--- config.mk ---
export PLATFORM = sky130hd
export DESIGN_NAME = mem_arbiter
export DESIGN_NICKNAME = d
export VERILOG_FILES = /design/src/mem_pkg.sv /design/src/mem_arbiter.sv
export VERILOG_INCLUDE_DIRS = /design/src
export SDC_FILE = /design/constraint.sdc
export NUM_CORES = 1
export LEC_CHECK = 0
export BUFFER_PORTS_ARGS = -buffer_cell sky130_fd_sc_hd__buf_2
export CAP_MARGIN = 10
export CORE_ASPECT_RATIO = 1.4
export CORE_MARGIN = 4
export CORE_UTILIZATION = 37
export CTS_CLUSTER_DIAMETER = 60
export DETAILED_ROUTE_END_ITERATION = 6
export PLACE_DENSITY = 0.76
export SLEW_MARGIN = 20
export SYNTH_ARGS = -nofsm -noshare
export SYNTH_HDL_FRONTEND = slang
export SYNTH_SLANG_ARGS = --single-unit
--- constraint.sdc ---
create_clock -name osc -period 2.4 [get_ports osc]
set_input_delay 0.12 -clock osc [delete_from_list [all_inputs] [get_ports osc]]
set_output_delay 0.12 -clock osc [all_outputs]
set_load 0.01 [all_outputs]
--- src/mem_settings.svh ---
`ifndef MEM_SETTINGS_SVH
`define MEM_SETTINGS_SVH

// Word address width, one word per address
`define MEM_ADDR_W 12

// Word width of the 16-bit machine
`define MEM_DATA_W 16

// Store depth in words, equal to 2**MEM_ADDR_W
`define MEM_DEPTH 4096

// Osc cycles between two refresh requests
`define MEM_REF_INTERVAL 64

// Osc cycles a refresh keeps the store busy
`define MEM_REF_CYCLES 4

`endif

--- src/mem_pkg.sv ---
`default_nettype none

`include "mem_settings.svh"

package mem_pkg;

  typedef logic [`MEM_ADDR_W-1:0] mem_addr_t;  // Word address
  typedef logic [`MEM_DATA_W-1:0] mem_data_t;  // One data word

  // Requester side, held stable until rdy
  typedef struct packed {
    logic      valid;  // Request present
    logic      write;  // 1 = write, 0 = read
    logic      lock;   // Keep store for next bus cycle
    mem_addr_t addr;
    mem_data_t wdata;
  } mem_req_t;

  // Answer to one requester
  typedef struct packed {
    logic      rdy;    // Data-ready, one cycle
    mem_data_t rdata;  // Valid with rdy on reads
  } mem_rsp_t;

  // Current user of the store
  typedef enum logic [1:0] {
    own_none = 2'd0,  // Idle
    own_ref  = 2'd1,  // Refresh cycle
    own_cpu  = 2'd2,  // CPU port
    own_bus  = 2'd3   // System bus port
  } owner_e;

  // Arbiter to local bus control
  typedef struct packed {
    logic      start;  // One-cycle grant pulse
    owner_e    owner;
    logic      write;
    mem_addr_t addr;
    mem_data_t wdata;
  } mem_grant_t;

  // Local bus control to store
  typedef struct packed {
    logic      ras;    // Row strobe, gates the access
    logic      write;
    mem_addr_t addr;
    mem_data_t wdata;
  } dram_cmd_t;

endpackage

`default_nettype wire

--- src/mem_arbiter.sv ---
`default_nettype none

module mem_arbiter (
  input  logic                osc,
  input  logic                rst_n,
  input  mem_pkg::mem_req_t   cpu_req,
  input  mem_pkg::mem_req_t   bus_req,
  input  logic                ref_req,
  input  logic                done,     // End of access or refresh
  output logic                ref_ack,  // Pulse with a refresh grant
  output mem_pkg::mem_grant_t grant
);

  logic busy_q;  // Grant out, waiting for done
  logic lock_q;  // Bus holds the store
  logic avail;   // May grant this cycle
  logic pick_ref;
  logic pick_cpu;
  logic pick_bus;
  logic grant_go;

  logic               start_q;
  mem_pkg::owner_e    owner_q;
  logic               write_q;
  mem_pkg::mem_addr_t addr_q;
  mem_pkg::mem_data_t wdata_q;

  mem_pkg::owner_e   sel_owner;
  mem_pkg::mem_req_t sel_req;

  assign avail = !busy_q || done;  // Back to back on the done cycle

  // Refresh, then CPU, then bus; a held lock lets only the bus in
  always_comb begin
    pick_ref = 1'b0;
    pick_cpu = 1'b0;
    pick_bus = 1'b0;
    if (lock_q) begin
      pick_bus = bus_req.valid;
    end else if (ref_req) begin
      pick_ref = 1'b1;
    end else if (cpu_req.valid) begin
      pick_cpu = 1'b1;
    end else begin
      pick_bus = bus_req.valid;
    end
  end

  assign grant_go = avail && (pick_ref || pick_cpu || pick_bus);

  always_comb begin
    sel_owner = mem_pkg::own_none;
    sel_req   = '0;  // Refresh carries no payload
    if (pick_cpu) begin
      sel_owner = mem_pkg::own_cpu;
      sel_req   = cpu_req;
    end else if (pick_bus) begin
      sel_owner = mem_pkg::own_bus;
      sel_req   = bus_req;
    end else if (pick_ref) begin
      sel_owner = mem_pkg::own_ref;
    end
  end

  always_ff @(posedge osc) begin
    if (!rst_n) begin
      busy_q  <= 1'b0;
      lock_q  <= 1'b0;
      start_q <= 1'b0;
      owner_q <= mem_pkg::own_none;
      ref_ack <= 1'b0;
    end else begin
      start_q <= grant_go;               // One-cycle start
      ref_ack <= grant_go && pick_ref;   // Timer clears its request
      if (grant_go) begin
        busy_q  <= 1'b1;
        owner_q <= sel_owner;
        if (pick_bus) begin
          lock_q <= bus_req.lock;        // Unlocked bus cycle releases
        end
      end else if (done) begin
        busy_q  <= 1'b0;
        owner_q <= mem_pkg::own_none;
      end
    end
  end

  // Request copy for the timing stage
  always_ff @(posedge osc) begin
    if (grant_go) begin
      write_q <= sel_req.write;
      addr_q  <= sel_req.addr;
      wdata_q <= sel_req.wdata;
    end
  end

  assign grant.start = start_q;
  assign grant.owner = owner_q;
  assign grant.write = write_q;
  assign grant.addr  = addr_q;
  assign grant.wdata = wdata_q;

endmodule

`default_nettype wire

==> key figures, run 1 <==
Global routing
  – First-pass GRT wire length: around 5100 um
  – Pin count of the biggest net entering global routing: 30
  – Antenna violations before repair: 0
  – Total GRT Usage: 0.140
  – Vias in the first global route: between 1000 and 1500
  – Total grt overflow: 0

STA
  – Setup ws final: between 0.6 and 0.7 ns
  – Max-slew headroom: 0.303
  – Final setup TNS: 0 ns
  – Final hold viol count: 0
  – Unrepaired setup endpoints after global routing: false
  – # setup viols final: 0
  – Post-layout min period: 1.71 ns
  – Hold WS: 0.112 ns
  – Period Utilization, post-route: 0.711
  – Worst-Margin Slew: around 1.0 ns
  – Setup Skew: 0.00835 ns
  – Slew Viols, Final: 0
  – Fmax: 0.586 GHz

Logic synthesis
  – Area leader, netlist: edfxtp_1
  – Ys async rst share: 0
  – Mapped Nets: 163
  – Top cells by area, synth: edfxtp_1 59%, a22o_1 17%, dfxtp_1 8.1%, buf_6 3.1%, buf_4 1.0%
  – Post-synth cell types: 24
  – Seq/Total Area, Yosys: 0.672
  – Cell area after synthesis: 1470 um^2
  – EDFF count, synth: 29
  – Avg Cell Area, Syn: 15.2 um^2
  – Register bit total from synthesis: 35
  – Mapped Cells: 97
  – Yosys top cell area share: 0.591
  – Synth warn: 0
  – Top_reg_cell synth: edfxtp_1

Power
  – PwrDens: 676 nW/um^2
  – Maximum vdd drop: 0.433 mV
  – Leak: 0.992 nW

Drt
  – DR WL/cell: 14.6 um
  – Post-route DRC: 0
  – First-pass DRT Iterations: 3
  – Post-Route WL: 3460 um
  – Antenna Nets Post-Route: 0
  – Routed vias: 1193
  – Drt via density: 5.03
  – Drt first-iter violations: 24

Finish
  – Final Cell Area: 2050 um^2
  – ANT cells: 0
  – Fraction of layout cells with a size suffix above 1: 0.544
  – Area Overhead vs Synth: 39.4%
  – Most frequent cells in the layout: 97 x buf_2, 29 x a22o_1, 29 x edfxtp_1
  – Most common cell after layout, fill and taps aside: buf_2
  – Final #Nets: 260

Clocking
  – Hold-fix buffer count after cts: 0
  – Clock Tree Buf Depth: 2
  – CTS Buf Count: 5
  – Clock-pin slew on the worst setup and hold paths: 0.07 ns
  – H-tree depth: 2
  – Skew-Pair Late Insertion Delay: 0.28 ns
  – Clock sinks: 35
  – Postcts setup bufs: 0
  – CTS tree: built
  – Root Driver: clkbuf_8
  – Resized cells post-CTS: 0

Critical path
  – Crit path max-delay cell type: and3_1
  – Setup crit start kind: register
  – Worst EP required: 2.54 ns
  – R2R Path Start: lock_q
  – R2r endpoint: addr_q[5]
  – Crit path largest cell delay: approximately 0.85 ns
  – Critical path cell sequence: inv_1, and3_1, a22o_1
  – Buf/Inv on CP: 1
  – Worst-path fanout max: 29
  – Crit path max-delay family: simple AND/OR/NAND/NOR gates
  – Crit Path Category: register to register
  – CP arrival: about 1.8 ns
  – Reg2reg path depth: 3
  – R2R Setup Slk: between 0.6 and 0.7 ns
  – Critical Path Sink Type: register

Run status
  – Status: completed

Place
  – GPL Wtd Cong: 0.776
  – # port buffers: 97
  – Pre-CTS setup slack: 0.669 ns
  – Placed Instance Area: 1970 um^2
  – DP Wirelength: around 2600 um

Hold path
  – Hold endpoint: lock_q
  – Worst Hold Class: primary input to register
  – Hold depth: 3
  – Hold_sp: bus_req[28]

Floorplanning
  – Initial core utilization: 0.394
  – Die Height: 82.7 um
  – Width of the die: 61.3 um
  – Core footprint: 3740 um^2
  – I/O pins: 99
  – Die area: 5070 um^2
  – Num rows: 26

Flow run
  – Maxcap violations: 0
## state kept, by name, indices dropped and copies added (netlist names)
signal and cells:
ref_ack 1, write_q 1, start_q 1, addr_q 12
owner_q 2, wdata_q 16, busy_q 1, lock_q 1
## stage by stage
stage / cells / total power, mW / utilization
after floorplan: 97 / 0.885 / -
after global placement: 229 / 1.00 / 0.527
after detailed placement: 229 / 1.01 / 0.527
after CTS: 237 / 1.41 / 0.549
after global routing: 237 / 1.46 / 0.549
final: 237 / 1.39 / 0.549
## where the power goes
group	internal [mW]	total [mW]	leakage, nW	switching [mW]
clock	0.203	0.395	0.0422	0.191
sequential	0.732	0.747	0.360	0.0145
combinational	0.119	0.247	0.590	0.128
total	1.05	1.39	0.992	0.334
## cell type report
cell class | instances | area [um^2]
Multi-Input combinational cell | 50 | 409
Timing Repair Buffer | 98 | 505
Sequential cell | 35 | 991
Clock inverter | 1 | 5.00
Clock buffer | 7 | 76.3
Tap cell | 42 | 52.6
Inverter | 4 | 15.0
Fill cell | 324 | 1690
## worst reg2reg max path: cells and delay by family (launching register included)
family / cells / cell delay, ns
buffers and inverters: 1 / 0.09
and+or+nand+nor: 1 / 0.85
AOI/OAI and AO/OA: 1 / 0.30
DFF: 1 / 0.33
## Yosys cell counts, drive strengths merged, types with 2 or more instances
library cell,count
and2,2
dfxtp,6
nand2b,2
edfxtp,29
o21ai,2
a21oi,2
nor2b,2
a22o,29
buf,8
inv,4
## cells by family after synthesis
group / synth area share
compound gates: 0.213
mux: 0.00679
simple gates: 0.0501
buf+inv: 0.0577
flops: 0.672
## metal layers
metal,vias up,global-route usage,share of wire
li1,583,-,-
met1,533,0.157,0.38
met2,74,0.234,0.47
met3,3,0.0575,0.14
met4,0,0.0510,0.0087
met5,-,0,0
## worst max-delay path by stage
stage          startpoint    endpoint  depth (start not counted)
3_3_place_gp       lock_q  wdata_q[1]                          3
2_1_floorplan      lock_q   addr_q[0]                          2
4_1_cts            lock_q   addr_q[4]                          3
3_5_place_dp       lock_q  wdata_q[3]                          3
5_1_grt            lock_q  wdata_q[3]                          3
6_report           lock_q   addr_q[5]                          3
Note: power is estimated with default switching activity, not from simulation.
==> inputs of run 2 (changes only) <==
Settings changed: ABC_AREA from default to 1, CORE_UTILIZATION 37 to 40, PLACE_DENSITY 0.76 to 0.75.
Clock period 2.4 ns to 1.6 ns, I/O delays scaled along.
==> key figures, run 2 <==
Run status
  – Status: completed (unchanged)

Critical path
  – CP arrival: 1.35 ns (was 1.84 ns)
  – Worst EP required: 1.56 ns (was 2.54 ns)
  – Critical Path Sink Type: register (unchanged)
  – Worst-path fanout max: 18 (was 29)
  – Crit Path Category: register to register (unchanged)
  – Setup crit start kind: register (unchanged)

Finish
  – ANT cells: 0 (unchanged)
  – Most common cell after layout, fill and taps aside: buf_2 (unchanged)
  – Final Cell Area: 2300 um^2 (was 2050 um^2)
  – Largest register FFs: 16 (unchanged)
  – Filler cells: 386 (was 324)
  – Area Overhead vs Synth: 37.0% (was 39.4%)
  – Largest register by flop count: wdata_q (unchanged)
  – Most frequent cells in the layout: 97 x buf_2, 49 x nand3_1, 40 x nand2_1 (was 97 x buf_2, 29 x a22o_1, 29 x edfxtp_1)
  – Fraction of layout cells with a size suffix above 1: 0.478 (was 0.544)
  – Fin cells: 311 (was 237)
  – Final #Nets: 333 (was 260)
  – Biggest regs: wdata_q (16), addr_q (12), owner_q (2) (unchanged)

Logic synthesis
  – Area leader, netlist: edfxtp_1 (unchanged)
  – Register bit total from synthesis: 35 (unchanged)
  – Seq/Total Area, Yosys: 0.589 (was 0.672)
  – Post-Synth XOR/XNOR Area: 0 (unchanged)
  – Avg Cell Area, Syn: 9.95 um^2 (was 15.2 um^2)
  – Most frequent cells after synthesis: 49 x nand3_1, 40 x nand2_1, 29 x edfxtp_1 (was 29 x a22o_1, 29 x edfxtp_1, 6 x dfxtp_1)
  – Top_reg_cell synth: edfxtp_1 (unchanged)
  – Post-synthesis mux area share: 0 (was 0.00679)
  – Post-synth cell types: 20 (was 24)
  – Yosys top cell area share: 0.518 (was 0.591)
  – Mapped Cells: 169 (was 97)
  – Most common cell in the synthesized netlist: nand3_1
  – Ys async rst share: 0 (unchanged)
  – Post-synthesis compound-gate area fraction: 0.00818 (was 0.213)
  – Mapped Nets: 235 (was 163)
  – EDFF count, synth: 29 (unchanged)
  – Adder-cell share of the synthesized area: 0 (unchanged)
  – Largest family of logic cells by synthesized area: simple AND/OR/NAND/NOR gates (was compound AO/OA/AOI/OAI gates)
  – Simple-gate portion of the synthesized area: 0.336 (was 0.0501)
  – Top cells by area, synth: edfxtp_1 52%, nand3_1 15%, nand2_1 8.9%, dfxtp_1 7.1%, nand3_2 6.5% (was edfxtp_1 59%, a22o_1 17%, dfxtp_1 8.1%, buf_6 3.1%, buf_4 1.0%)
  – Synth warn: 0 (unchanged)
  – Cell area after synthesis: 1680 um^2 (was 1470 um^2)

Floorplanning
  – Die area: 5320 um^2 (was 5070 um^2)
  – Die Height: 84.7 um (was 82.7 um)
  – Num rows: 27 (was 26)
  – Width of the die: 62.8 um (was 61.3 um)
  – I/O pins: 99 (unchanged)
  – Core footprint: 3990 um^2 (was 3740 um^2)
  – Initial core utilization: 0.422 (was 0.394)

Clocking
  – Postcts setup bufs: 0 (unchanged)
  – H-tree depth: 2 (unchanged)
  – CTS Buf Count: 5 (unchanged)
  – Resized cells post-CTS: 0 (unchanged)
  – CTS tree: built (unchanged)
  – Skew-Pair Late Insertion Delay: 0.28 ns (about the same)
  – Clock Tree Buf Depth: 2 (unchanged)
  – Clock-pin slew on the worst setup and hold paths: 0.07 ns (about the same)
  – Hold-fix buffer count after cts: 0 (unchanged)
  – Root Driver: clkbuf_8 (unchanged)
  – Clock sinks: 35 (unchanged)

STA
  – Max-slew headroom: 0.545 (was 0.303)
  – Slew Viols, Final: 0 (unchanged)
  – Final hold viol count: 0 (unchanged)
  – Worst-Margin Slew: 0.682 ns (was 1.05 ns)
  – Setup Skew: 0.0112 ns (was 0.00835 ns)
  – Period Utilization, post-route: 0.865 (was 0.711)
  – Post-layout min period: 1.38 ns (was 1.71 ns)
  – Final setup TNS: 0 ns (unchanged)
  – # setup viols final: 0 (unchanged)
  – Unrepaired setup endpoints after global routing: false (unchanged)
  – Fmax: 0.723 GHz (was 0.586 GHz)

Drt
  – Post-route DRC: 0 (unchanged)
  – Routed vias: 1566 (was 1193)
  – Antenna Nets Post-Route: 0 (unchanged)
  – First-pass DRT Iterations: 4 (was 3)
  – Drt first-iter violations: 68 (was 24)
  – DR WL/cell: 14.1 um (was 14.6 um)
  – Post-Route WL: 4370 um (was 3460 um)
  – Drt via density: 5.04 (was 5.03)

Global routing
  – Antenna violations before repair: 0 (unchanged)
  – First-pass GRT wire length: 7070 um (was 5150 um)
  – Total grt overflow: 0 (unchanged)
  – Pin count of the biggest net entering global routing: 31 (was 30)
  – Total GRT Usage: 0.169 (was 0.140)
  – Vias in the first global route: 1550 (was 1140)

Power
  – Maximum vdd drop: 0.587 mV (was 0.433 mV)
  – Power, Total: 2.26 mW (was 1.39 mW)
  – Leak: 1.20 nW (was 0.992 nW)
  – PwrDens: 983 nW/um^2 (was 676 nW/um^2)

Place
  – DP Cell Count: 303 (was 229)
  – # port buffers: 97 (unchanged)
  – GPL Wtd Cong: 0.801 (was 0.776)
  – Placed Instance Area: 2210 um^2 (was 1970 um^2)
  – DP Wirelength: 3220 um (was 2630 um)

Hold path
  – Worst Hold Class: primary input to register (unchanged)

Flow run
  – Maxcap violations: 0 (unchanged)
-- run 2: cell types whose count changed after synthesis, moves of 3 or more --
| cell | change |
|---|---|
| nand3_1 | +49 |
| nor2_1 | +3 |
| clkbuf_1 | +3 |
| nand2_1 | +40 |
| buf_2 | +3 |
| nand3_2 | +11 |
| a22o_1 | -29 |
-- run 2: final timing paths --
| check | start | end | slack (ns) | cells past startpoint |
|---|---|---|---|---|
| hold / removal | bus_req[28] | lock_q | 0.02 | 3 |
| setup / recovery | lock_q | wdata_q[10] | 0.22 | 6 |
| setup reg to reg | lock_q | wdata_q[10] | 0.22 | 6 |
| hold reg to reg | owner_q[1] | owner_q[1] | 0.53 | 3 |
-- run 2: layout make-up --
| class | count | area [um^2] | area share |
|---|---|---|---|
| clock inverter | 1 | 5.00 | 0.00217 |
| multi-input combinational | 113 | 579 | 0.251 |
| tap | 43 | 53.8 | 0.0234 |
| sequential | 35 | 991 | 0.430 |
| inverter | 7 | 30.0 | 0.0130 |
| clock buffer | 7 | 86.3 | 0.0375 |
| timing repair buffer | 105 | 558 | 0.242 |
-- run 2: worst max-delay path: stages (launching register included) --
cell,delay (ns)
dfxtp_1,0.32
inv_2,0.09
nand2_2,0.08
nand3_1,0.12
nand2_1,0.12
clkinvlp_4,0.09
buf_4,0.25
-- run 2: layer usage --
metal  share of wire  GRT usage  vias to the layer above
met3           0.052     0.0335                        4
met2            0.57      0.321                       57
met1            0.37      0.179                      725
met5               0          0                        -
li1                -          -                      780
met4           0.012     0.0683                        0
-- run 2: cells by family after synthesis --
kind of cell	count (synthesis)
flip-flops	35
AND/OR/NAND/NOR	111
buffers and inverters	21
AO/OA/AOI/OAI	2
-- run 2: per-stage QoR --
step / util / setup slack [ns] / hold WS (ns)
2_1_floorplan: - / 0.0447 / 0.178
3_3_place_gp: 0.555 / 0.199 / 0.312
3_5_place_dp: 0.555 / 0.195 / 0.305
4_1_cts: 0.578 / 0.208 / 0.0106
5_1_grt: 0.578 / 0.106 / 0.0838
6_report: 0.578 / 0.217 / 0.0201
-- run 2: report_power, final --
part	switching (mW)	leakage, nW	internal (mW)	total, mW
Combinational	0.278	0.788	0.196	0.474
Clock	0.302	0.0482	0.347	0.649
Sequential	0.0250	0.361	1.12	1.14
Total	0.605	1.20	1.66	2.26
