<file path="config.mk">
export PLATFORM = sky130hd
export DESIGN_NAME = lbd_timing
export DESIGN_NICKNAME = d
export VERILOG_FILES = /design/src/mem_pkg.sv /design/src/lbd_timing.sv
export VERILOG_INCLUDE_DIRS = /design/src
export SDC_FILE = /design/constraint.sdc
export NUM_CORES = 1
export LEC_CHECK = 0
export BUFFER_PORTS_ARGS = -buffer_cell sky130_fd_sc_hd__buf_2
export CAP_MARGIN = 10
export CORE_UTILIZATION = 42
export DETAILED_ROUTE_END_ITERATION = 10
export PLACE_DENSITY = 0.88
export SYNTH_ARGS = -nofsm -noshare
export SYNTH_HDL_FRONTEND = slang
export SYNTH_SLANG_ARGS = --single-unit
</file>
<file path="constraint.sdc">
create_clock -name osc -period 1.85 [get_ports osc]
set_clock_uncertainty 0.2 [all_clocks]
set_input_delay 0.185 -clock osc [delete_from_list [all_inputs] [get_ports osc]]
set_output_delay 0.185 -clock osc [all_outputs]
set_load 0.01 [all_outputs]
</file>
<file path="src/mem_settings.svh">
`ifndef MEM_SETTINGS_SVH
`define MEM_SETTINGS_SVH

// Word address width, one word per address
`define MEM_ADDR_W 12

// Word width of the 16-bit machine
`define MEM_DATA_W 16

// Store depth in words, equal to 2**MEM_ADDR_W
`define MEM_DEPTH 4096

// Osc cycles between two refresh requests
`define MEM_REF_INTERVAL 64

// Osc cycles a refresh keeps the store busy
`define MEM_REF_CYCLES 4

`endif

</file>
<file path="src/mem_pkg.sv">
`default_nettype none

`include "mem_settings.svh"

package mem_pkg;

  typedef logic [`MEM_ADDR_W-1:0] mem_addr_t;  // Word address
  typedef logic [`MEM_DATA_W-1:0] mem_data_t;  // One data word

  // Requester side, held stable until rdy
  typedef struct packed {
    logic      valid;  // Request present
    logic      write;  // 1 = write, 0 = read
    logic      lock;   // Keep store for next bus cycle
    mem_addr_t addr;
    mem_data_t wdata;
  } mem_req_t;

  // Answer to one requester
  typedef struct packed {
    logic      rdy;    // Data-ready, one cycle
    mem_data_t rdata;  // Valid with rdy on reads
  } mem_rsp_t;

  // Current user of the store
  typedef enum logic [1:0] {
    own_none = 2'd0,  // Idle
    own_ref  = 2'd1,  // Refresh cycle
    own_cpu  = 2'd2,  // CPU port
    own_bus  = 2'd3   // System bus port
  } owner_e;

  // Arbiter to local bus control
  typedef struct packed {
    logic      start;  // One-cycle grant pulse
    owner_e    owner;
    logic      write;
    mem_addr_t addr;
    mem_data_t wdata;
  } mem_grant_t;

  // Local bus control to store
  typedef struct packed {
    logic      ras;    // Row strobe, gates the access
    logic      write;
    mem_addr_t addr;
    mem_data_t wdata;
  } dram_cmd_t;

endpackage

`default_nettype wire

</file>
<file path="src/lbd_timing.sv">
`default_nettype none

`include "mem_settings.svh"

module lbd_timing (
  input  logic                osc,
  input  logic                rst_n,
  input  mem_pkg::mem_grant_t grant,
  input  mem_pkg::mem_data_t  rd_word,  // Store output, valid after ras
  output mem_pkg::dram_cmd_t  cmd,
  output mem_pkg::mem_rsp_t   cpu_rsp,
  output mem_pkg::mem_rsp_t   bus_rsp,
  output logic                done      // Store free again
);

  localparam int unsigned REF_W = $clog2(`MEM_REF_CYCLES + 1);

  logic acc_start;  // Grant for a port access
  logic ref_start;  // Grant for a refresh

  // Grant delayed through the 25/50/75 taps, one osc each
  logic tap25_q;
  logic tap50_q;
  logic tap75_q;

  mem_pkg::owner_e    own_q;  // Owner latched at grant
  logic               write_q;
  mem_pkg::mem_addr_t addr_q;
  mem_pkg::mem_data_t wdata_q;

  logic [REF_W-1:0]   ref_cnt_q;  // Refresh cycles left
  logic               cpu_rdy_q;
  logic               bus_rdy_q;
  logic               done_q;
  mem_pkg::mem_data_t rdata_q;    // Read data at last tap

  assign acc_start = grant.start &&
                     (grant.owner == mem_pkg::own_cpu || grant.owner == mem_pkg::own_bus);
  assign ref_start = grant.start && (grant.owner == mem_pkg::own_ref);

  always_ff @(posedge osc) begin
    if (!rst_n) begin
      tap25_q   <= 1'b0;
      tap50_q   <= 1'b0;
      tap75_q   <= 1'b0;
      own_q     <= mem_pkg::own_none;
      ref_cnt_q <= '0;
      cpu_rdy_q <= 1'b0;
      bus_rdy_q <= 1'b0;
      done_q    <= 1'b0;
    end else begin
      tap25_q <= acc_start;  // Only accesses walk the taps
      tap50_q <= tap25_q;
      tap75_q <= tap50_q;
      if (grant.start) begin
        own_q <= grant.owner;
      end
      if (ref_start) begin
        ref_cnt_q <= REF_W'(`MEM_REF_CYCLES);  // Hold store, no port strobe
      end else if (ref_cnt_q != '0) begin
        ref_cnt_q <= ref_cnt_q - REF_W'(1);
      end
      // Data-ready only on the port that owns the cycle
      cpu_rdy_q <= tap75_q && (own_q == mem_pkg::own_cpu);
      bus_rdy_q <= tap75_q && (own_q == mem_pkg::own_bus);
      done_q    <= tap75_q || (ref_cnt_q == REF_W'(1));
    end
  end

  // Access payload, taken with the grant
  always_ff @(posedge osc) begin
    if (acc_start) begin
      write_q <= grant.write;
      addr_q  <= grant.addr;
      wdata_q <= grant.wdata;
    end
  end

  // Read word captured at tap 75, writes keep the last value
  always_ff @(posedge osc) begin
    if (tap75_q && !write_q) begin
      rdata_q <= rd_word;
    end
  end

  assign cmd.ras   = tap50_q;  // Row strobe for one cycle at tap 50
  assign cmd.write = write_q;
  assign cmd.addr  = addr_q;
  assign cmd.wdata = wdata_q;

  assign cpu_rsp.rdy   = cpu_rdy_q;
  assign cpu_rsp.rdata = rdata_q;
  assign bus_rsp.rdy   = bus_rdy_q;
  assign bus_rsp.rdata = rdata_q;

  assign done = done_q;

endmodule

`default_nettype wire

</file>
==> results.json, run 1 <==
{
  "core_area_um2": 4380,
  "hold_viol_final": 0,
  "grt_setup_unrepaired": "false",
  "worstRegToRegCells": 4,
  "finalCritPeriodShare_pct": 87.6,
  "vias": 1404,
  "path_max_fanout": 9,
  "worstPathCellList": "dlygate4sd3_1, buf_2, and3_1, dlygate4sd3_1",
  "grt_usage_pct": 18.4,
  "avgRoutedWirePerCell_um": 14.6,
  "clk_pin_slew_worst_paths_ps": 90,
  "dieArea_um2": 4880,
  "synth-xor-area-share_pct": 0.453,
  "ys_seq_area_share_pct": 81.2,
  "arrival_ps": 1610,
  "grt_pass1_vias": 1441,
  "finalSetupTns_ps": 0,
  "synth-async-reset-ratio_pct": 0,
  "timing.rr.start": "ref_cnt_q[0]$_SDFFE_PP0P_",
  "grt_pass1_wl_mm": 6.75,
  "port_buffers": 114,
  "root_buffer": "clkbuf_8",
  "synth_area_leader_cell": "edfxtp_1",
  "max_stage_delay_ps": 540,
  "die_h_um": 69.9,
  "clkPwrFrac_pct": 25.3,
  "slew_violations": 0,
  "startpoint": "rst_n",
  "vias_per_cell": 4.51,
  "synth-simple-area-share_pct": 5.63,
  "cts_setup_buffers": 0,
  "slowest_stage": "dlygate4sd3_1",
  "syn_avg_cell_area_um2": 18.1,
  "numCtsBuffers": 5,
  "io_pins": 115,
  "p_per_area_nw_per_um2": 846,
  "num_rows": 24,
  "maxSlewHeadroom_pct": 74.8,
  "crit_top_cell": "dlygate4sd3_1",
  "cts_buffer_depth": 2,
  "irDropWorstVdd_mv": 0.673,
  "cts_resized": 0,
  "synthMuxAreaShare_pct": 0,
  "synth_top_family_by_area": "buffers and inverters",
  "crit_required_ps": 1840,
  "cts_tree": "done",
  "final_antenna_net_count": 0,
  "cts.htree.levels": 2,
  "synth_edf_count": 45,
  "yosys.area_share.adder_pct": 1.94,
  "holdPathEnd": "own_q[0]$_SDFFE_PN0P_",
  "min_path_cells": 4,
  "start_util_pct": 44.1,
  "drive_above_1_share_pct": 48.6,
  "end_kind": "register",
  "gp_congestion": 0.695,
  "combPwrFrac_pct": 16.3,
  "antenna_found_initial": 0,
  "finalNonFillerCells": 311,
  "worst_pin_slew_ps": 378,
  "status": "completed",
  "drt_first_pass_iters": 4,
  "rr_endpoint": "ref_cnt_q[2]$_SDFFE_PN0P_",
  "synth-main-ff-cell": "edfxtp_1",
  "insertion_delay_ps": 290,
  "period_minus_slack_ps": 1620,
  "syn_inst": 107,
  "setup_viol": 0,
  "synth_top_area_share_pct": 69.9,
  "yosys_register_bits": 56,
  "antenna_cells": 0,
  "area_growth_pct": 55.2,
  "syn_nets": 160,
  "cp-start-kind": "input port",
  "p_leak_nw": 1.31,
  "ys_types": 20,
  "synth_area_um2": 1930,
  "ff2ff_setup_slack_ps": 470,
  "min_from": "grant[29]",
  "synthMostInstantiatedCell": "edfxtp_1",
  "hp-class": "input port to register",
  "pwr-share-seq_pct": 58.4,
  "ys_top_cells_by_count": "45 x edfxtp_1, 20 x buf_4, 11 x dfxtp_1, 5 x nor2_1, 4 x and2_1",
  "place_ws_ps": 478,
  "fin_ws_ps": 230,
  "crit_type": "input port to register",
  "max_freq_ghz": 0.617,
  "wl_mm": 4.54,
  "grt_max_degree": 31,
  "p_int_w": 0.00195,
  "die_w_um": 69.9,
  "synth_compound_area_share_pct": 2.39,
  "ys_warn_count": 0,
  "dp.cells": 255,
  "ys_top_cells_by_area": "edfxtp_1 70%, dfxtp_1 11%, buf_4 7.8%, ha_1 1.9%, and2_1 1.3%",
  "cap_violations": 0,
  "nets": 311,
  "switchingPower_w": 0.000591,
  "drc": 0,
  "overflow": 0,
  "drt_iter0_markers": 37,
  "swShare_pct": 23.3,
  "num-fill-cells": 301,
  "cts.sinks": 56
}
metrics by stage:
stage                     power (W)  util, %  hold slack (ps)  cell area, um2
after floorplan             0.00171        -             83.9            1930
after global placement      0.00182     55.5              162            2430
after detailed placement    0.00184     55.5              163            2430
after CTS                   0.00255     68.5             17.1            3000
after global routing        0.00266     68.5             30.3            3000
final                       0.00254     68.5             29.2            3000
power by group through the flow:
stage	clock network [W]	registers [W]	logic [W]
2_1_floorplan	0	0.00153	0.000178
3_3_place_gp	0	0.00150	0.000319
3_5_place_dp	0	0.00151	0.000330
4_1_cts	0.000662	0.00148	0.000410
5_1_grt	0.000719	0.00149	0.000449
6_report	0.000643	0.00148	0.000414
layout by cell type (no fill, tap or decap):
cell           count
nand3_1            1
nand2b_4           1
nand2_2            1
xnor2_1            1
o21ai_0            1
nor3b_1            1
o21a_1             2
dlygate4sd3_1     48
inv_1              3
clkinv_4           1
and3_1             1
nor2b_1            3
a211oi_2           1
ha_1               3
nor2_1             5
buf_2            114
clkbuf_8           5
inv_4              1
and2_1             4
buf_4              2
dfxtp_1           11
o31a_1             1
o21ai_1            1
clkbuf_1           1
edfxtp_1          45
and2b_1            1
worst max-delay path: cells and delay by family:
| kind | cells | cell delay (ps) |
|---|---|---|
| buffers and inverters | 3 | 1250 |
| AND/OR/NAND/NOR | 1 | 180 |
cell families after synthesis:
| logic type | Yosys count |
|---|---|
| AO/OA/AOI/OAI | 6 |
| flip-flops | 56 |
| buffers and inverters | 23 |
| XOR/XNOR | 1 |
| AND/OR/NAND/NOR | 18 |
| adder cells (fa/ha/maj) | 3 |
repair_timing:
item,4_1_cts,5_1_grt
hold endpoints to repair,51,0
setup endpoints to repair,0,0
hold buffers,48,0
registers in the layout, summed over array words and instances, names as in the netlist:
| signal | cells |
|---|---|
| addr_q | 12 |
| bus_rdy_q | 1 |
| cpu_rdy_q | 1 |
| done | 1 |
| own_q | 2 |
| rdata_q | 16 |
| ref_cnt_q | 3 |
| tap25_q | 1 |
| tap50_q | 1 |
| tap75_q | 1 |
| wdata_q | 16 |
| write_q | 1 |
how the worst max path moves through the flow:
stage	slack [ps]	cells after the start	endpoint
after CTS	260	4	tap25_q$_SDFF_PN0_
after global routing	220	4	tap25_q$_SDFF_PN0_
after detailed placement	480	4	ref_cnt_q[2]$_SDFFE_PN0P_
after global placement	530	4	ref_cnt_q[2]$_SDFFE_PN0P_
final	230	4	tap25_q$_SDFF_PN0_
after floorplan	130	1	rdata_q[0]$_DFFE_PP_
cell type report:
cell class                 count  area (um2)  area share [%]
clock buffer                   6        72.6            2.42
clock inverter                 2        15.0           0.500
inverter                       3        11.3           0.375
multi-input combinational     28         201            6.71
sequential                    56        1570            52.3
tap                           52        65.1            2.17
timing repair buffer         164        1070            35.5
metal layers:
metal / vias up / global-route usage (%) / share of wire (%)
li1: 659 / - / -
met4: 0 / 9.78 / 3.0
met1: 677 / 16.2 / 32
met5: - / 0 / 0
met2: 56 / 37.9 / 61
met3: 12 / 3.32 / 4.0
(Power assumes the default switching activity.)
==> inputs of run 2 (changes only) <==
--- a/config.mk
+++ b/config.mk
@@ -6,11 +6,14 @@
 export SDC_FILE = /design/constraint.sdc
 export NUM_CORES = 1
 export LEC_CHECK = 0
+export ABC_AREA = 1
 export BUFFER_PORTS_ARGS = -buffer_cell sky130_fd_sc_hd__buf_2
 export CAP_MARGIN = 10
-export CORE_UTILIZATION = 42
+export CORE_MARGIN = 1.5
+export CORE_UTILIZATION = 43
 export DETAILED_ROUTE_END_ITERATION = 10
-export PLACE_DENSITY = 0.88
+export PLACE_DENSITY = 0.89
+export SLEW_MARGIN = 20
 export SYNTH_ARGS = -nofsm -noshare
 export SYNTH_HDL_FRONTEND = slang
 export SYNTH_SLANG_ARGS = --single-unit
==> run 2 against run 1 <==
  * Core utilization is 2.1 points higher
  * Sequential share of layout area is 1.2 points lower
  * Synthesized cell count is 19% higher
  * Setup slack better by 49 ps
==> results.json, run 2 <==
{
  "finalCritPeriodShare_pct": 84.9,
  "drt_first_pass_iters": 4,
  "cts_buffer_depth": 2,
  "final_cell_area_um2": 3070,
  "area_growth_pct": 57.5,
  "timing.rr.start": "ref_cnt_q[0]$_SDFFE_PP0P_",
  "synth_area_um2": 1950,
  "syn_nets": 180,
  "grt_max_degree": 30,
  "overflow": 0,
  "p_leak_nw": 1.41,
  "numCtsBuffers": 5,
  "crit_required_ps": 1860,
  "cp-start-kind": "input port",
  "crit_type": "input port to register",
  "vias": 1476,
  "p_per_area_nw_per_um2": 906,
  "drc": 0,
  "postPlaceCellArea_um2": 2450,
  "synth_area_leader_cell": "edfxtp_1",
  "cts_resized": 0,
  "slew_violations": 0,
  "arrival_ps": 1580,
  "worstRegToRegCells": 7,
  "gp_congestion": 0.748,
  "end_kind": "register",
  "ys_types": 10,
  "final_antenna_net_count": 0,
  "vias_per_cell": 4.42,
  "grt_setup_unrepaired": "false",
  "startpoint": "grant[31]",
  "synth-async-reset-ratio_pct": 0,
  "clk_pin_slew_worst_paths_ps": 100,
  "status": "completed",
  "synth-main-ff-cell": "edfxtp_1",
  "setup_viol": 0,
  "ys_warn_count": 0,
  "largestRegisters": "rdata_q (16), wdata_q (16), addr_q (12)",
  "ff2ff_setup_slack_ps": 560,
  "max_freq_ghz": 0.636,
  "grt_usage_pct": 19.9,
  "syn_avg_cell_area_um2": 15.4,
  "synthMostInstantiatedCell": "edfxtp_1",
  "cts_tree": "done",
  "synth_top_area_share_pct": 69.2,
  "port_buffers": 114,
  "grt_pass1_vias": 1524,
  "cts.sinks": 56,
  "antenna_cells": 0,
  "finalSetupTns_ps": 0,
  "hold_viol_final": 0,
  "cts_setup_buffers": 0,
  "io_pins": 115,
  "die_h_um": 70.4,
  "cts.htree.levels": 2,
  "antenna_found_initial": 0,
  "period_minus_slack_ps": 1570,
  "nets": 334,
  "path_max_fanout": 4,
  "wl_mm": 4.94,
  "hp-class": "register to register",
  "worst_pin_slew_ps": 370,
  "start_util_pct": 44.8,
  "crit_path_end": "tap25_q$_SDFF_PN0_",
  "dieArea_um2": 4950,
  "root_buffer": "clkbuf_8",
  "syn_inst": 127,
  "synth_edf_count": 45,
  "fin_util_pct": 70.6,
  "final_cell_mix": "114 x buf_2, 51 x dlygate4sd3_1, 45 x edfxtp_1",
  "insertion_delay_ps": 310,
  "mostFrequentLayoutCell": "buf_2",
  "yosys_register_bits": 56,
  "maxSlewHeadroom_pct": 75.3,
  "avgRoutedWirePerCell_um": 14.8,
  "dp_hpwl_mm": 2.88,
  "die_w_um": 70.4,
  "core_area_um2": 4350,
  "rr_endpoint": "ref_cnt_q[1]$_SDFFE_PP0P_",
  "cap_violations": 0,
  "grt_pass1_wl_mm": 7.26,
  "irDropWorstVdd_mv": 0.741,
  "drive_above_1_share_pct": 44.0,
  "ys_top_cells_by_area": "edfxtp_1 69%, dfxtp_1 11%, buf_4 7.7%, nand2_1 3.5%, inv_1 3.3%",
  "num_rows": 24,
  "ys_top_cells_by_count": "45 x edfxtp_1, 20 x buf_4, 18 x nand2_1, 17 x inv_1, 11 x dfxtp_1",
  "ys_seq_area_share_pct": 80.5,
  "drt_iter0_markers": 67
}
[run 2: cell types whose count changed after synthesis, moves of 3 or more]
cell | before | now
a21oi_1 | 0 | 3
and2_1 | 4 | 0
inv_1 | 3 | 17
nand2_1 | 0 | 18
nor2b_1 | 3 | 0
[run 2: kinds of logic after synthesis]
| kind of cell | Yosys count | share of synthesized area [%] |
|---|---|---|
| AND/OR/NAND/NOR | 27 | 5.38 |
| adder cells (fa/ha/maj) | 3 | 1.92 |
| buffers and inverters | 37 | 11.0 |
| flip-flops | 56 | 80.5 |
| AO/OA/AOI/OAI | 4 | 1.22 |
[run 2: area by class of cell]
class / instances / area [um2]
flip-flops and latches: 56 / 1570
fillers: 292 / 1280
repair buffers: 167 / 1100
multi-input cells: 34 / 166
clock buffers: 6 / 72.6
well taps: 52 / 65.1
inverters: 17 / 63.8
clock inverters: 2 / 38.8
[run 2: layer usage]
metal | up-vias | track usage, % | wire [um]
met4 | 0 | 7.48 | 72
li1 | 708 | - | -
met5 | - | 0 | 0
met1 | 692 | 18.8 | 1660
met3 | 6 | 4.18 | 291
met2 | 70 | 40.5 | 2910
[run 2: worst max-delay path, cell delays in order]
cell	delay, ps
dlygate4sd3_1	540
buf_2	140
nand2_1	100
dlygate4sd3_1	580
nor2_1	40
[run 2: worst min-delay path by stage]
stage	from	end	slack (ps)	cells after the start
final	tap25_q$_SDFF_PN0_	tap50_q$_SDFF_PN0_	240	2
after global routing	tap25_q$_SDFF_PN0_	tap50_q$_SDFF_PN0_	270	2
after CTS	tap25_q$_SDFF_PN0_	tap50_q$_SDFF_PN0_	230	2
after detailed placement	rd_word[8]	rdata_q[8]$_DFFE_PP_	160	1
after global placement	grant[20]	addr_q[4]$_DFFE_PP_	160	1
after floorplan	rst_n	tap50_q$_SDFF_PN0_	80	2
[run 2: where the power goes]
group          total [W]  leakage [nW]  internal, W  switching [W]
clock network   0.000807        0.0558     0.000410       0.000397
registers        0.00149         0.506      0.00145      0.0000404
logic           0.000490         0.848     0.000237       0.000253
total            0.00279          1.41      0.00210       0.000691
[run 2: through the flow]
step	hold slack, ps	power [W]	instances	setup slack (ps)
floorplan	78.5	0.00176	127	171
global placement	162	0.00188	275	545
detailed placement	163	0.00191	275	521
CTS	232	0.00278	334	316
global route	270	0.00291	334	207
finish	241	0.00279	334	279
[run 2: what timing repair did]
action / CTS / global route
hold endpoints to repair: 52 / 0
hold buffers: 51 / 0
setup endpoints to repair: 0 / 0
