## config.mk

```make
export PLATFORM = sky130hd
export DESIGN_NAME = refresh_timer
export DESIGN_NICKNAME = d
export VERILOG_FILES = /design/src/refresh_timer.sv
export VERILOG_INCLUDE_DIRS = /design/src
export SDC_FILE = /design/constraint.sdc
export NUM_CORES = 1
export LEC_CHECK = 0
export BUFFER_PORTS_ARGS = -buffer_cell sky130_fd_sc_hd__buf_2
export CAP_MARGIN = 20
export CORE_AREA = 3 3 40 42
export CTS_BUF_LIST = sky130_fd_sc_hd__clkbuf_16
export CTS_CLUSTER_DIAMETER = 50
export DETAILED_ROUTE_END_ITERATION = 6
export DIE_AREA = 0 0 43 45
export PLACE_DENSITY = 0.5
export REMOVE_ABC_BUFFERS = 1
export SLEW_MARGIN = 30
export SYNTH_ARGS = -nofsm -noshare
export SYNTH_HDL_FRONTEND = slang
export SYNTH_SLANG_ARGS = --single-unit
```

## constraint.sdc

```tcl
create_clock -name osc -period 1.4 [get_ports osc]
set_input_delay 0.07 -clock osc [delete_from_list [all_inputs] [get_ports osc]]
set_output_delay 0.07 -clock osc [all_outputs]
set_load 0.1 [all_outputs]
```

## src/mem_settings.svh

```systemverilog
`ifndef MEM_SETTINGS_SVH
`define MEM_SETTINGS_SVH

// Word address width, one word per address
`define MEM_ADDR_W 12

// Word width of the 16-bit machine
`define MEM_DATA_W 16

// Store depth in words, equal to 2**MEM_ADDR_W
`define MEM_DEPTH 4096

// Osc cycles between two refresh requests
`define MEM_REF_INTERVAL 64

// Osc cycles a refresh keeps the store busy
`define MEM_REF_CYCLES 4

`endif

```

## src/refresh_timer.sv

```systemverilog
`default_nettype none

`include "mem_settings.svh"

module refresh_timer (
  input  logic osc,
  input  logic rst_n,
  input  logic ref_ack,  // Arbiter took the refresh
  output logic ref_req   // Pending refresh
);

  localparam int unsigned CNT_W = $clog2(`MEM_REF_INTERVAL);  // Holds interval - 1

  logic [CNT_W-1:0] cnt_q;  // Cycles left until next request

  // Counts down, then holds the request until acknowledged
  always_ff @(posedge osc) begin
    if (!rst_n) begin
      cnt_q   <= CNT_W'(`MEM_REF_INTERVAL - 1);
      ref_req <= 1'b0;
    end else if (ref_ack) begin
      cnt_q   <= CNT_W'(`MEM_REF_INTERVAL - 1);  // Restart interval
      ref_req <= 1'b0;
    end else if (cnt_q == '0) begin
      ref_req <= 1'b1;  // Stays high while store is busy
    end else begin
      cnt_q <= cnt_q - CNT_W'(1);
    end
  end

endmodule

`default_nettype wire

```

==> results of run 1 <==
flip-flops by register name, summed over array words and instances (netlist names):
register,cells
cnt_q,6
ref_req,1
worst register-to-register path, stage by stage (launching register included):
cell and delay (ns):
dfxtp_1 0.32, inv_1 0.13, ha_1 0.19, nor3b_1 0.23, xnor2_1 0.15, o21ai_1 0.07
kinds of logic (layout without fill, tap and decap cells):
| group | Yosys count | count (layout) | synth area share (%) |
|---|---|---|---|
| flops | 7 | 7 | 41.8 |
| fa+ha+maj | 2 | 2 | 7.46 |
| xor+xnor | 3 | 3 | 7.84 |
| compound gates | 8 | 8 | 13.8 |
| simple gates | 15 | 15 | 26.9 |
| buf+inv | 2 | 9 | 2.24 |
layer usage:
| metal | track usage (%) | wire length, um | up-vias |
|---|---|---|---|
| met5 | 0 | 0 | - |
| met4 | 9.04 | 13 | 0 |
| met3 | 5.98 | 37 | 2 |
| met2 | 12.6 | 280 | 3 |
| met1 | 7.77 | 248 | 127 |
| li1 | - | - | 146 |
final timing paths:
| check | end | slack, ns | cells past startpoint |
|---|---|---|---|
| worst max register to register | cnt_q[4]$_SDFFE_PP1P_ | 0.17 | 5 |
| worst min-delay path | cnt_q[5]$_SDFFE_PP1P_ | 0.13 | 3 |
| worst min register to register | ref_req$_SDFFE_PP0N_ | 0.45 | 1 |
| worst max-delay path | cnt_q[4]$_SDFFE_PP1P_ | 0.17 | 5 |
layout make-up:
class / count / share of cell area (%)
clock inverters: 1 / 1.11
inverters: 2 / 1.67
multi-input cells: 28 / 41.8
clock buffers: 3 / 16.7
well taps: 15 / 4.18
repair buffers: 3 / 3.34
flip-flops and latches: 7 / 31.2
report_power, final:
part / internal, mW / switching, mW / leakage [nW]
Sequential: 0.203 / 0.00277 / 0.0569
Combinational: 0.00702 / 0.00918 / 0.0781
Clock: 0.375 / 0.111 / 0.0409
Total: 0.585 / 0.123 / 0.176
placed cells by master (no fill, tap or decap), types with 2 or more instances in the layout:
cell,n
dfxtp_1,7
o21ai_1,4
xnor2_1,3
nor3_1,3
clkbuf_16,3
buf_2,3
inv_1,2
nand2b_1,2
nor2b_1,2
ha_1,2
through the flow:
stage	power (mW)	util (%)	worst slack, ns	cells	hold slack (ns)
finish	0.708	35.0	0.173	59	0.130
floorplan	0.219	-	0.195	37	0.234
detailed placement	0.225	28.7	0.167	55	0.377
CTS	0.724	35.0	0.155	59	0.129
global placement	0.226	28.7	0.146	55	0.374
global route	0.735	35.0	0.0199	59	0.135
==> results by group, run 1 <==
Run status
  • Outcome: completed

STA
  • Max-slew violation count: 0
  • Min cycle time layout: 1.23 ns
  • Clock Skew: 0.000410 ns
  • RSZ-0062 raised after global routing: no
  • Post-route setup TNS: 0 ns
  • Tcrit/Tclk final: around 88%
  • Final-report setup violation count: 0
  • Relative slew slack: between 60 and 70%
  • Worst Tran Pin Value: around 0.48 ns
  • Hold Vio Cnt, Final: 0
  • FMAX: about 800 MHz

Synthesis
  • Yosys top cell by area: dfxtp_1
  • YS warnings: 0
  • Seq/Total Area, Yosys: a little over two fifths
  • #FFs+latches synth: 7
  • Syn Area/Cell: just over 9 sq um
  • Top_reg_cell synth: dfxtp_1
  • Synth top area share: about two fifths
  • Post-Syn Area: approximately 340 sq um
  • Netlist cell types: 20
  • Leading cell type by number of instances after synthesis: dfxtp_1
  • Cell count after synthesis: 37
  • Top post-synthesis cells by area: dfxtp_1, xnor2_1, ha_1
  • EDFF count, synth: 0
  • Async SR Flop Fraction: 0%
  • Most instantiated cells after synthesis: dfxtp_1, o21ai_1, nor3_1, xnor2_1

Pwr
  • LEAKAGE: 0.176 nW
  • Pwr dens: between 1500 and 2000 nW/um^2
  • Worst vdd ir: between 0.6 and 0.7 mV

Layout
  • Post-route cell area: around 450 sq um
  • Area Growth Syn to Fin: 34.0%
  • Seq. cell area: between 100 and 150 sq um
  • Footprint of the multi-input gates: around 190 sq um
  • Share of layout cells above drive strength 1: between 20% and 30%
  • Fill cell count: 130
  • NumNets Final: 50
  • Antenna Cells: 0

Route
  • Total wire length: about 580 um
  • Avg WL per Cell: 9.81 um
  • Vias per cell: around 4.7
  • DR pass1 iterations: 1
  • Vias after detailed routing: 278
  • Residual DRC count: 0
  • Antenna Nets Post-Route: 0
  • Initial DRC count: 0

Worst setup path
  • Crit path from: cnt_q[0]$_SDFFE_PP1P_
  • CP Cell Sequence: inv_1, ha_1, nor3b_1, xnor2_1, o21ai_1
  • Slowest-stage cell, CP: dfxtp_1
  • Reg2reg start: cnt_q[0]$_SDFFE_PP1P_
  • Arr. time, crit path: about 1.3 ns
  • CP max stage delay: between 0.3 and 0.4 ns
  • Maximum fanout along the worst path: 4
  • Critical path launch point type: flip-flop
  • Worst path bufs/invs: 1
  • Setup crit end kind: flip-flop
  • CP Class: reg2reg
  • Required @ worst endpoint: around 1.5 ns
  • CP delay by family, top: flip-flops

Die
  • Die area: between 1500 and 2000 sq um
  • Io pins: 4
  • Initial core utilization: between 20% and 30%
  • Chip Width: 43 um
  • Core region area: 1280 sq um
  • Die Ht: around 45 um
  • # rows: 13

GRT
  • First-pass GRT wire length: about 1.1 mm
  • Antenna violations before repair: 0
  • Total gr overflow: 0
  • Tot GR Track Use: between 8 and 9%
  • Vias in the first global route: between 200 and 300
  • Largest net degree at the start of global routing: 8

Clock network
  • Setup bufs post-CTS: 0
  • Total CTS buffers: 3
  • Max Root-Sink Buffers: 2
  • CTS tree: yes
  • Hold Buf Count CTS: 0
  • Clock sink count: 7
  • Htree depth: 1
  • Clock insertion delay at the later pin of the skew report: 0.23 ns
  • Clk root buf: clkbuf_16
  • Post_cts resized: 0
  • Clock transition at path regs: about 0.04 ns

Placed design
  • HPWL after detailed placement: around 430 um
  • Dpl cell area: 369 sq um
  • Number of port buffers: 3
  • Placer congestion estimate: roughly 0.75

Job
  • Max cap viols: 0

Worst hold path
  • Min-Delay Path Class: in2reg
  • Hold Crit Start: ref_ack
Power figures use the tool's default switching activity.
==> run 2, diff against run 1 <==
Settings changed: ABC_AREA set to 1, PLACE_DENSITY 0.5 to 0.54.
==> results by group, run 2 <==
Route
  • Antenna Nets Post-Route: 0 (unchanged)
  • Total wire length: 642 um (+11%)
  • Vias after detailed routing: 318 (+14%)
  • DR pass1 iterations: 3 (+2)
  • Residual DRC count: 0 (unchanged)
  • Initial DRC count: 4 (+4)
  • Vias per cell: 4.30 (-8.8%)
  • Avg WL per Cell: 8.68 um (-12%)

Clock network
  • Total CTS buffers: 3 (unchanged)
  • Htree depth: 1 (unchanged)
  • Max Root-Sink Buffers: 2 (unchanged)
  • Clk root buf: clkbuf_16
  • Clock insertion delay at the later pin of the skew report: 0.23 ns (about the same)
  • Clock transition at path regs: 0.04 ns (about the same)
  • Post_cts resized: 0 (unchanged)
  • CTS tree: yes
  • Clock sink count: 7 (unchanged)
  • Setup bufs post-CTS: 0 (unchanged)
  • Hold Buf Count CTS: 0 (unchanged)

Synthesis
  • #FFs+latches synth: 7 (unchanged)
  • EDFF count, synth: 0 (unchanged)
  • Top_reg_cell synth: dfxtp_1
  • Netlist cell types: 15 (-25%)
  • Yosys top cell by area: dfxtp_1
  • Leading cell type by number of instances after synthesis: nand2_1
  • Seq/Total Area, Yosys: 36.1% (-5.7 points)
  • YS warnings: 0 (unchanged)
  • Cell count after synthesis: 52 (+41%)
  • Syn Area/Cell: 7.46 sq um (-18%)
  • Async SR Flop Fraction: 0% (unchanged)
  • Synth top area share: 36.1% (-5.7 points)
  • Top post-synthesis cells by area: dfxtp_1, nand2_1, inv_1
  • Most instantiated cells after synthesis: nand2_1, inv_1, dfxtp_1
  • Post-Syn Area: 388 sq um (+16%)

STA
  • Min cycle time layout: 1.17 ns (-0.0598 ns)
  • Hold Vio Cnt, Final: 0 (unchanged)
  • Worst Tran Pin Value: 0.502 ns (+0.0190 ns)
  • Post-route setup TNS: 0 ns (unchanged)
  • RSZ-0062 raised after global routing: no
  • Relative slew slack: 66.4% (-1.6 points)
  • Tcrit/Tclk final: 83.4% (-4.3 points)
  • FMAX: 857 MHz (+5.1%)
  • Max-slew violation count: 0 (unchanged)
  • Clock Skew: 0.00141 ns (+0.000996 ns)
  • Final-report setup violation count: 0 (unchanged)

Worst setup path
  • Arr. time, crit path: 1.27 ns (-0.05 ns)
  • Crit path capture: cnt_q[1]$_SDFFE_PP1P_
  • Critical path launch point type: flip-flop
  • Worst R2R Setup Slack: 0.23 ns (+0.06 ns)
  • Reg2reg start: cnt_q[0]$_SDFFE_PP1P_
  • Crit path from: cnt_q[0]$_SDFFE_PP1P_
  • Setup crit end kind: flip-flop
  • FF-to-FF path depth: 5 (unchanged)
  • Maximum fanout along the worst path: 6 (+2)
  • Reg2Reg Capture Point: cnt_q[1]$_SDFFE_PP1P_
  • Required @ worst endpoint: 1.50 ns (about the same)
  • CP Class: reg2reg

Die
  • # rows: 13 (unchanged)
  • Die Ht: 45 um (unchanged)
  • Chip Width: 43 um (unchanged)
  • Io pins: 4 (unchanged)
  • Initial core utilization: 30.2% (+4.1 points)
  • Die area: 1940 sq um (unchanged)
  • Core region area: 1280 sq um (unchanged)

GRT
  • Vias in the first global route: 294 (+3.2%)
  • Total gr overflow: 0 (unchanged)
  • Antenna violations before repair: 0 (unchanged)
  • First-pass GRT wire length: 1.20 mm (+8.1%)
  • Tot GR Track Use: 9.27% (+0.59 points)
  • Largest net degree at the start of global routing: 8 (unchanged)

Layout
  • Fill cell count: 130 (unchanged)
  • Share of layout cells above drive strength 1: 22.0% (+1.6 points)
  • Largest register FFs: 6 (unchanged)
  • Most common cell after layout, fill and taps aside: nand2_1
  • Most flops, register: cnt_q
  • Largest registers: cnt_q x6, ref_req x1
  • Antenna Cells: 0 (unchanged)
  • Most frequent cells in the layout: nand2_1, inv_1, dfxtp_1
  • Area Growth Syn to Fin: 29.0%
  • Cell Count, Final, Fillers Out: 74 (+25%)
  • NumNets Final: 65 (+30%)

Pwr
  • Switching Share: 18.3% (+0.94 points)
  • Sequential Power Share: 28.8% (-0.3 points)
  • Overall Power: 713 uW (+0.68%)
  • Int Power: 582 uW (-0.46%)
  • LEAKAGE: 0.246 nW (+40%)
  • Pwr dens: 1420 nW/um^2 (-9.6%)
  • Combinational fraction of design power: 2.5% (+0.2 points)
  • Psw: 130 uW (+6.1%)
  • Worst vdd ir: 0.692 mV (+2.4%)
  • Clock network power share: 68.7% (about the same)

Placed design
  • Placer congestion estimate: 0.751 (+0.82%)
  • Dpl cells: 70 (+27%)
  • Number of port buffers: 3 (unchanged)
  • HPWL after detailed placement: 475 um (+9.5%)

Run status
  • Outcome: completed

Job
  • Max cap viols: 0 (unchanged)

Worst hold path
  • Min-Delay Path Class: in2reg
## run 2: cell types whose count changed in the layout (fill, tap and decap cells not counted), moves of 2 or more
| cell | before | now |
|---|---|---|
| xnor2_1 | 3 | 0 |
| nor2b_1 | 2 | 0 |
| nand2b_1 | 2 | 0 |
| inv_1 | 2 | 9 |
| nor2_1 | 1 | 5 |
| nor3_1 | 3 | 0 |
| nand3_1 | 1 | 5 |
| o21ai_1 | 4 | 0 |
| nand2_1 | 1 | 14 |
## run 2: metal layers
| layer | wire [um] | global-route usage (%) | vias to the layer above |
|---|---|---|---|
| met5 | 0 | 0 | - |
| met1 | 311 | 10.5 | 130 |
| met4 | 19 | 5.42 | 0 |
| li1 | - | - | 179 |
| met2 | 266 | 12.3 | 7 |
| met3 | 45 | 7.17 | 2 |
## run 2: power by group through the flow
stage	clock, mW	sequential, mW	combinational, mW
floorplan	0	0.208	0.0124
global placement	0	0.209	0.0182
CTS	0.498	0.206	0.0179
global route	0.508	0.206	0.0209
detailed placement	0	0.209	0.0179
finish	0.489	0.206	0.0178
## run 2: worst min path at each step
stage               startpoint                    end  slack [ns]  cells past startpoint
floorplan              ref_ack  cnt_q[3]$_SDFFE_PP1P_        0.23                      2
global route           ref_ack  cnt_q[2]$_SDFFE_PP1P_        0.16                      3
finish                 ref_ack  cnt_q[2]$_SDFFE_PP1P_        0.14                      3
global placement       ref_ack  cnt_q[4]$_SDFFE_PP1P_        0.38                      3
detailed placement     ref_ack  cnt_q[2]$_SDFFE_PP1P_        0.37                      3
CTS                    ref_ack  cnt_q[2]$_SDFFE_PP1P_        0.13                      3
## run 2: logic make-up (layout without fill, tap and decap cells)
logic type | after synthesis | after routing | share of synthesized area, %
adders and majority gates | 2 | 2 | 6.45
DFF | 7 | 7 | 36.1
AOI/OAI and AO/OA | 3 | 3 | 6.45
buffers and inverters | 8 | 15 | 7.74
and+or+nand+nor | 32 | 32 | 43.2
## run 2: per-stage QoR
stage / util, % / worst slack (ns) / hold WS [ns] / area, sq um
after floorplan: - / 0.132 / 0.232 / 388
after global placement: 32.8 / 0.233 / 0.377 / 422
after detailed placement: 32.8 / 0.229 / 0.368 / 422
after CTS: 38.9 / 0.222 / 0.129 / 500
after global routing: 38.9 / 0.100 / 0.163 / 500
final: 38.9 / 0.233 / 0.140 / 500
## run 2: final cells by class
| type | instances | area [sq um] | share of cell area (%) |
|---|---|---|---|
| multi-input combinational | 37 | 218 | 43.5 |
| sequential | 7 | 140 | 28.0 |
| inverter | 8 | 30.0 | 6.00 |
| clock buffer | 3 | 75.1 | 15.0 |
| tap | 15 | 18.8 | 3.75 |
| clock inverter | 1 | 3.75 | 0.750 |
| timing repair buffer | 3 | 15.0 | 3.00 |
## run 2: critical path, stage by stage, from the launching register on
cell     delay (ns)
dfxtp_1        0.31
inv_1          0.15
ha_1           0.29
nand3_4        0.14
nand2_1        0.09
nand3_1        0.06
==> run 3, diff against run 2 <==
Settings changed: PLACE_DENSITY 0.54 to 0.56.
Clock period 1.4 ns to 1.02 ns, I/O delays scaled along.
==> results by group, run 3 (synthesis gave the netlist of run 2 again) <==
Pwr
  • Combinational fraction of design power: 4.5% (+2.0 points)
  • Sequential Power Share: 28.7% (about the same)
  • Pwr dens: 1670 nW/um^2 (+17%)
  • Switching Share: 17.8% (-0.50 points)
  • LEAKAGE: 0.265 nW (+7.8%)
  • Clock network power share: 66.7% (-2.0 points)
  • Worst vdd ir: 0.967 mV (+40%)
  • Int Power: 811 uW (+39%)
  • Psw: 175 uW (+35%)

Clock network
  • Total CTS buffers: 3 (unchanged)
  • Clock insertion delay at the later pin of the skew report: 0.23 ns (about the same)
  • Hold Buf Count CTS: 0 (unchanged)
  • Clock sink count: 7 (unchanged)
  • Clock transition at path regs: 0.04 ns (about the same)
  • Max Root-Sink Buffers: 2 (unchanged)
  • Clk root buf: clkbuf_16
  • CTS tree: yes
  • Htree depth: 1 (unchanged)

GRT
  • Vias in the first global route: 326 (+11%)
  • Total gr overflow: 0 (unchanged)
  • Largest net degree at the start of global routing: 8 (unchanged)
  • First-pass GRT wire length: 1.34 mm (+12%)
  • Met3 GRT Util: 3.59% (-3.6 points)
  • Met1 Use GR: 10.7% (+0.19 points)
  • GR peak layer: met2
  • Tot GR Track Use: 10.3% (+0.99 points)
  • GR Layer Usage met2: 14.7% (+2.4 points)
  • Antenna violations before repair: 0 (unchanged)

Die
  • Die Ht: 45 um (unchanged)
  • Core region area: 1280 sq um (unchanged)
  • # rows: 13 (unchanged)
  • Die area: 1940 sq um (unchanged)
  • Chip Width: 43 um (unchanged)
  • Initial core utilization: 30.2% (unchanged)
  • Io pins: 4 (unchanged)

Layout
  • Antenna Cells: 0 (unchanged)
  • Most flops, register: cnt_q
  • Seq. cell area: 141 sq um (+0.89%)
  • Most frequent cells in the layout: nand2_1, inv_1, dfxtp_1
  • Share of layout cells above drive strength 1: 37.5% (+15 points)
  • Most common cell after layout, fill and taps aside: nand2_1
  • Fill cell count: 121 (-6.9%)
  • Footprint of the multi-input gates: 250 sq um (+15%)
  • Area Growth Syn to Fin: 51.9%
  • Largest register FFs: 6 (unchanged)
  • NumNets Final: 70 (+7.7%)
  • Largest registers: cnt_q x6, ref_req x1

Worst hold path
  • Hold depth: 4 (+1)
  • Min-Delay Path Class: in2reg

Worst setup path
  • Critical path launch point type: flip-flop
  • FF-to-FF path depth: 5 (unchanged)
  • Maximum fanout along the worst path: 5 (-1)
  • CP Cell Sequence: nor2_4, buf_4, a21oi_1, nand2_1, nand3_1
  • Slowest-stage cell, CP: dfxtp_1
  • Setup crit end kind: flip-flop
  • Required @ worst endpoint: 1.19 ns (-0.31 ns)
  • CP Class: reg2reg
  • Arr. time, crit path: 1.14 ns (-0.13 ns)
  • CP max stage delay: 0.44 ns (+0.13 ns)

STA
  • WHS: 0.159 ns (+0.0186 ns)
  • Tcrit/Tclk final: 94.7% (+11 points)
  • FMAX: 1040 MHz (+21%)
  • Worst Tran Pin Value: 0.244 ns (-0.257 ns)
  • Hold Vio Cnt, Final: 0 (unchanged)
  • Max-slew violation count: 0 (unchanged)
  • Final-report setup violation count: 0 (unchanged)
  • Relative slew slack: 83.7% (+17 points)
  • Clock Skew: 0.00185 ns (+0.000442 ns)
  • Post-route setup TNS: 0 ns (unchanged)
  • Min cycle time layout: 0.966 ns (-0.202 ns)

Route
  • DR pass1 iterations: 4 (+1)
  • Initial DRC count: 2 (-2)
  • Antenna Nets Post-Route: 0 (unchanged)
  • Vias per cell: 4.49 (+4.6%)
  • Total wire length: 753 um (+17%)
  • Vias after detailed routing: 355 (+12%)
  • Residual DRC count: 0 (unchanged)
  • Avg WL per Cell: 9.53 um (+9.9%)

Placed design
  • Number of port buffers: 3 (unchanged)
  • Placer congestion estimate: 0.698 (-7.1%)
  • HPWL after detailed placement: 551 um (+16%)

Run status
  • Outcome: completed

Job
  • Max cap viols: 0 (unchanged)
[run 3: path summary, 6_finish.rpt]
| path | startpoint | to | slack [ns] |
|---|---|---|---|
| worst min-delay path | ref_ack | cnt_q[2]$_SDFFE_PP1P_ | 0.16 |
| worst max register to register | cnt_q[2]$_SDFFE_PP1P_ | cnt_q[5]$_SDFFE_PP1P_ | 0.05 |
| worst min register to register | ref_req$_SDFFE_PP0N_ | ref_req$_SDFFE_PP0N_ | 0.50 |
| worst max-delay path | cnt_q[2]$_SDFFE_PP1P_ | cnt_q[5]$_SDFFE_PP1P_ | 0.05 |
[run 3: power groups by stage]
stage               combinational, mW  clock (mW)  sequential, mW
CTS                            0.0413       0.672           0.282
floorplan                      0.0171           0           0.286
global placement               0.0373           0           0.285
detailed placement             0.0374           0           0.285
finish                         0.0446       0.658           0.283
global route                   0.0499       0.684           0.284
[run 3: final cells by class]
| class | instances | area share (%) |
|---|---|---|
| Multi-Input combinational cell | 37 | 42.5 |
| Sequential cell | 7 | 24.0 |
| Clock buffer | 3 | 12.7 |
| Timing Repair Buffer | 8 | 11.5 |
| Inverter | 8 | 5.52 |
| Tap cell | 15 | 3.18 |
| Clock inverter | 1 | 0.637 |
[run 3: layer usage]
layer	share of wire, %	up-vias
li1	-	190
met1	48	154
met2	42	7
met3	3.3	4
met4	6.4	0
met5	0	-
[run 3: critical path: cells and delay by family (launching register included)]
family                 cells  cell delay (ns)
buffers and inverters      1             0.14
and+or+nand+nor            3             0.20
AOI/OAI and AO/OA          1             0.12
DFF                        1             0.44
[run 3: metrics by stage]
stage | total power, mW | setup WS (ns) | util (%) | cell area [sq um] | instances
6_report | 0.986 | 0.0544 | 45.9 | 589 | 79
5_1_grt | 1.02 | -0.0123 | 45.9 | 589 | 79
4_1_cts | 0.995 | 0.00670 | 43.6 | 561 | 78
3_5_place_dp | 0.323 | -0.0477 | 36.3 | 467 | 74
3_3_place_gp | 0.322 | -0.00516 | 36.3 | 467 | 74
2_1_floorplan | 0.303 | -0.248 | - | 388 | 52
[run 3: timing repair]
item,in CTS,in global routing
hold endpoints to repair,0,0
resized for setup,4,6
buffers inserted,0,1
pin swaps,0,2
endpoints found under the setup margin,6,5
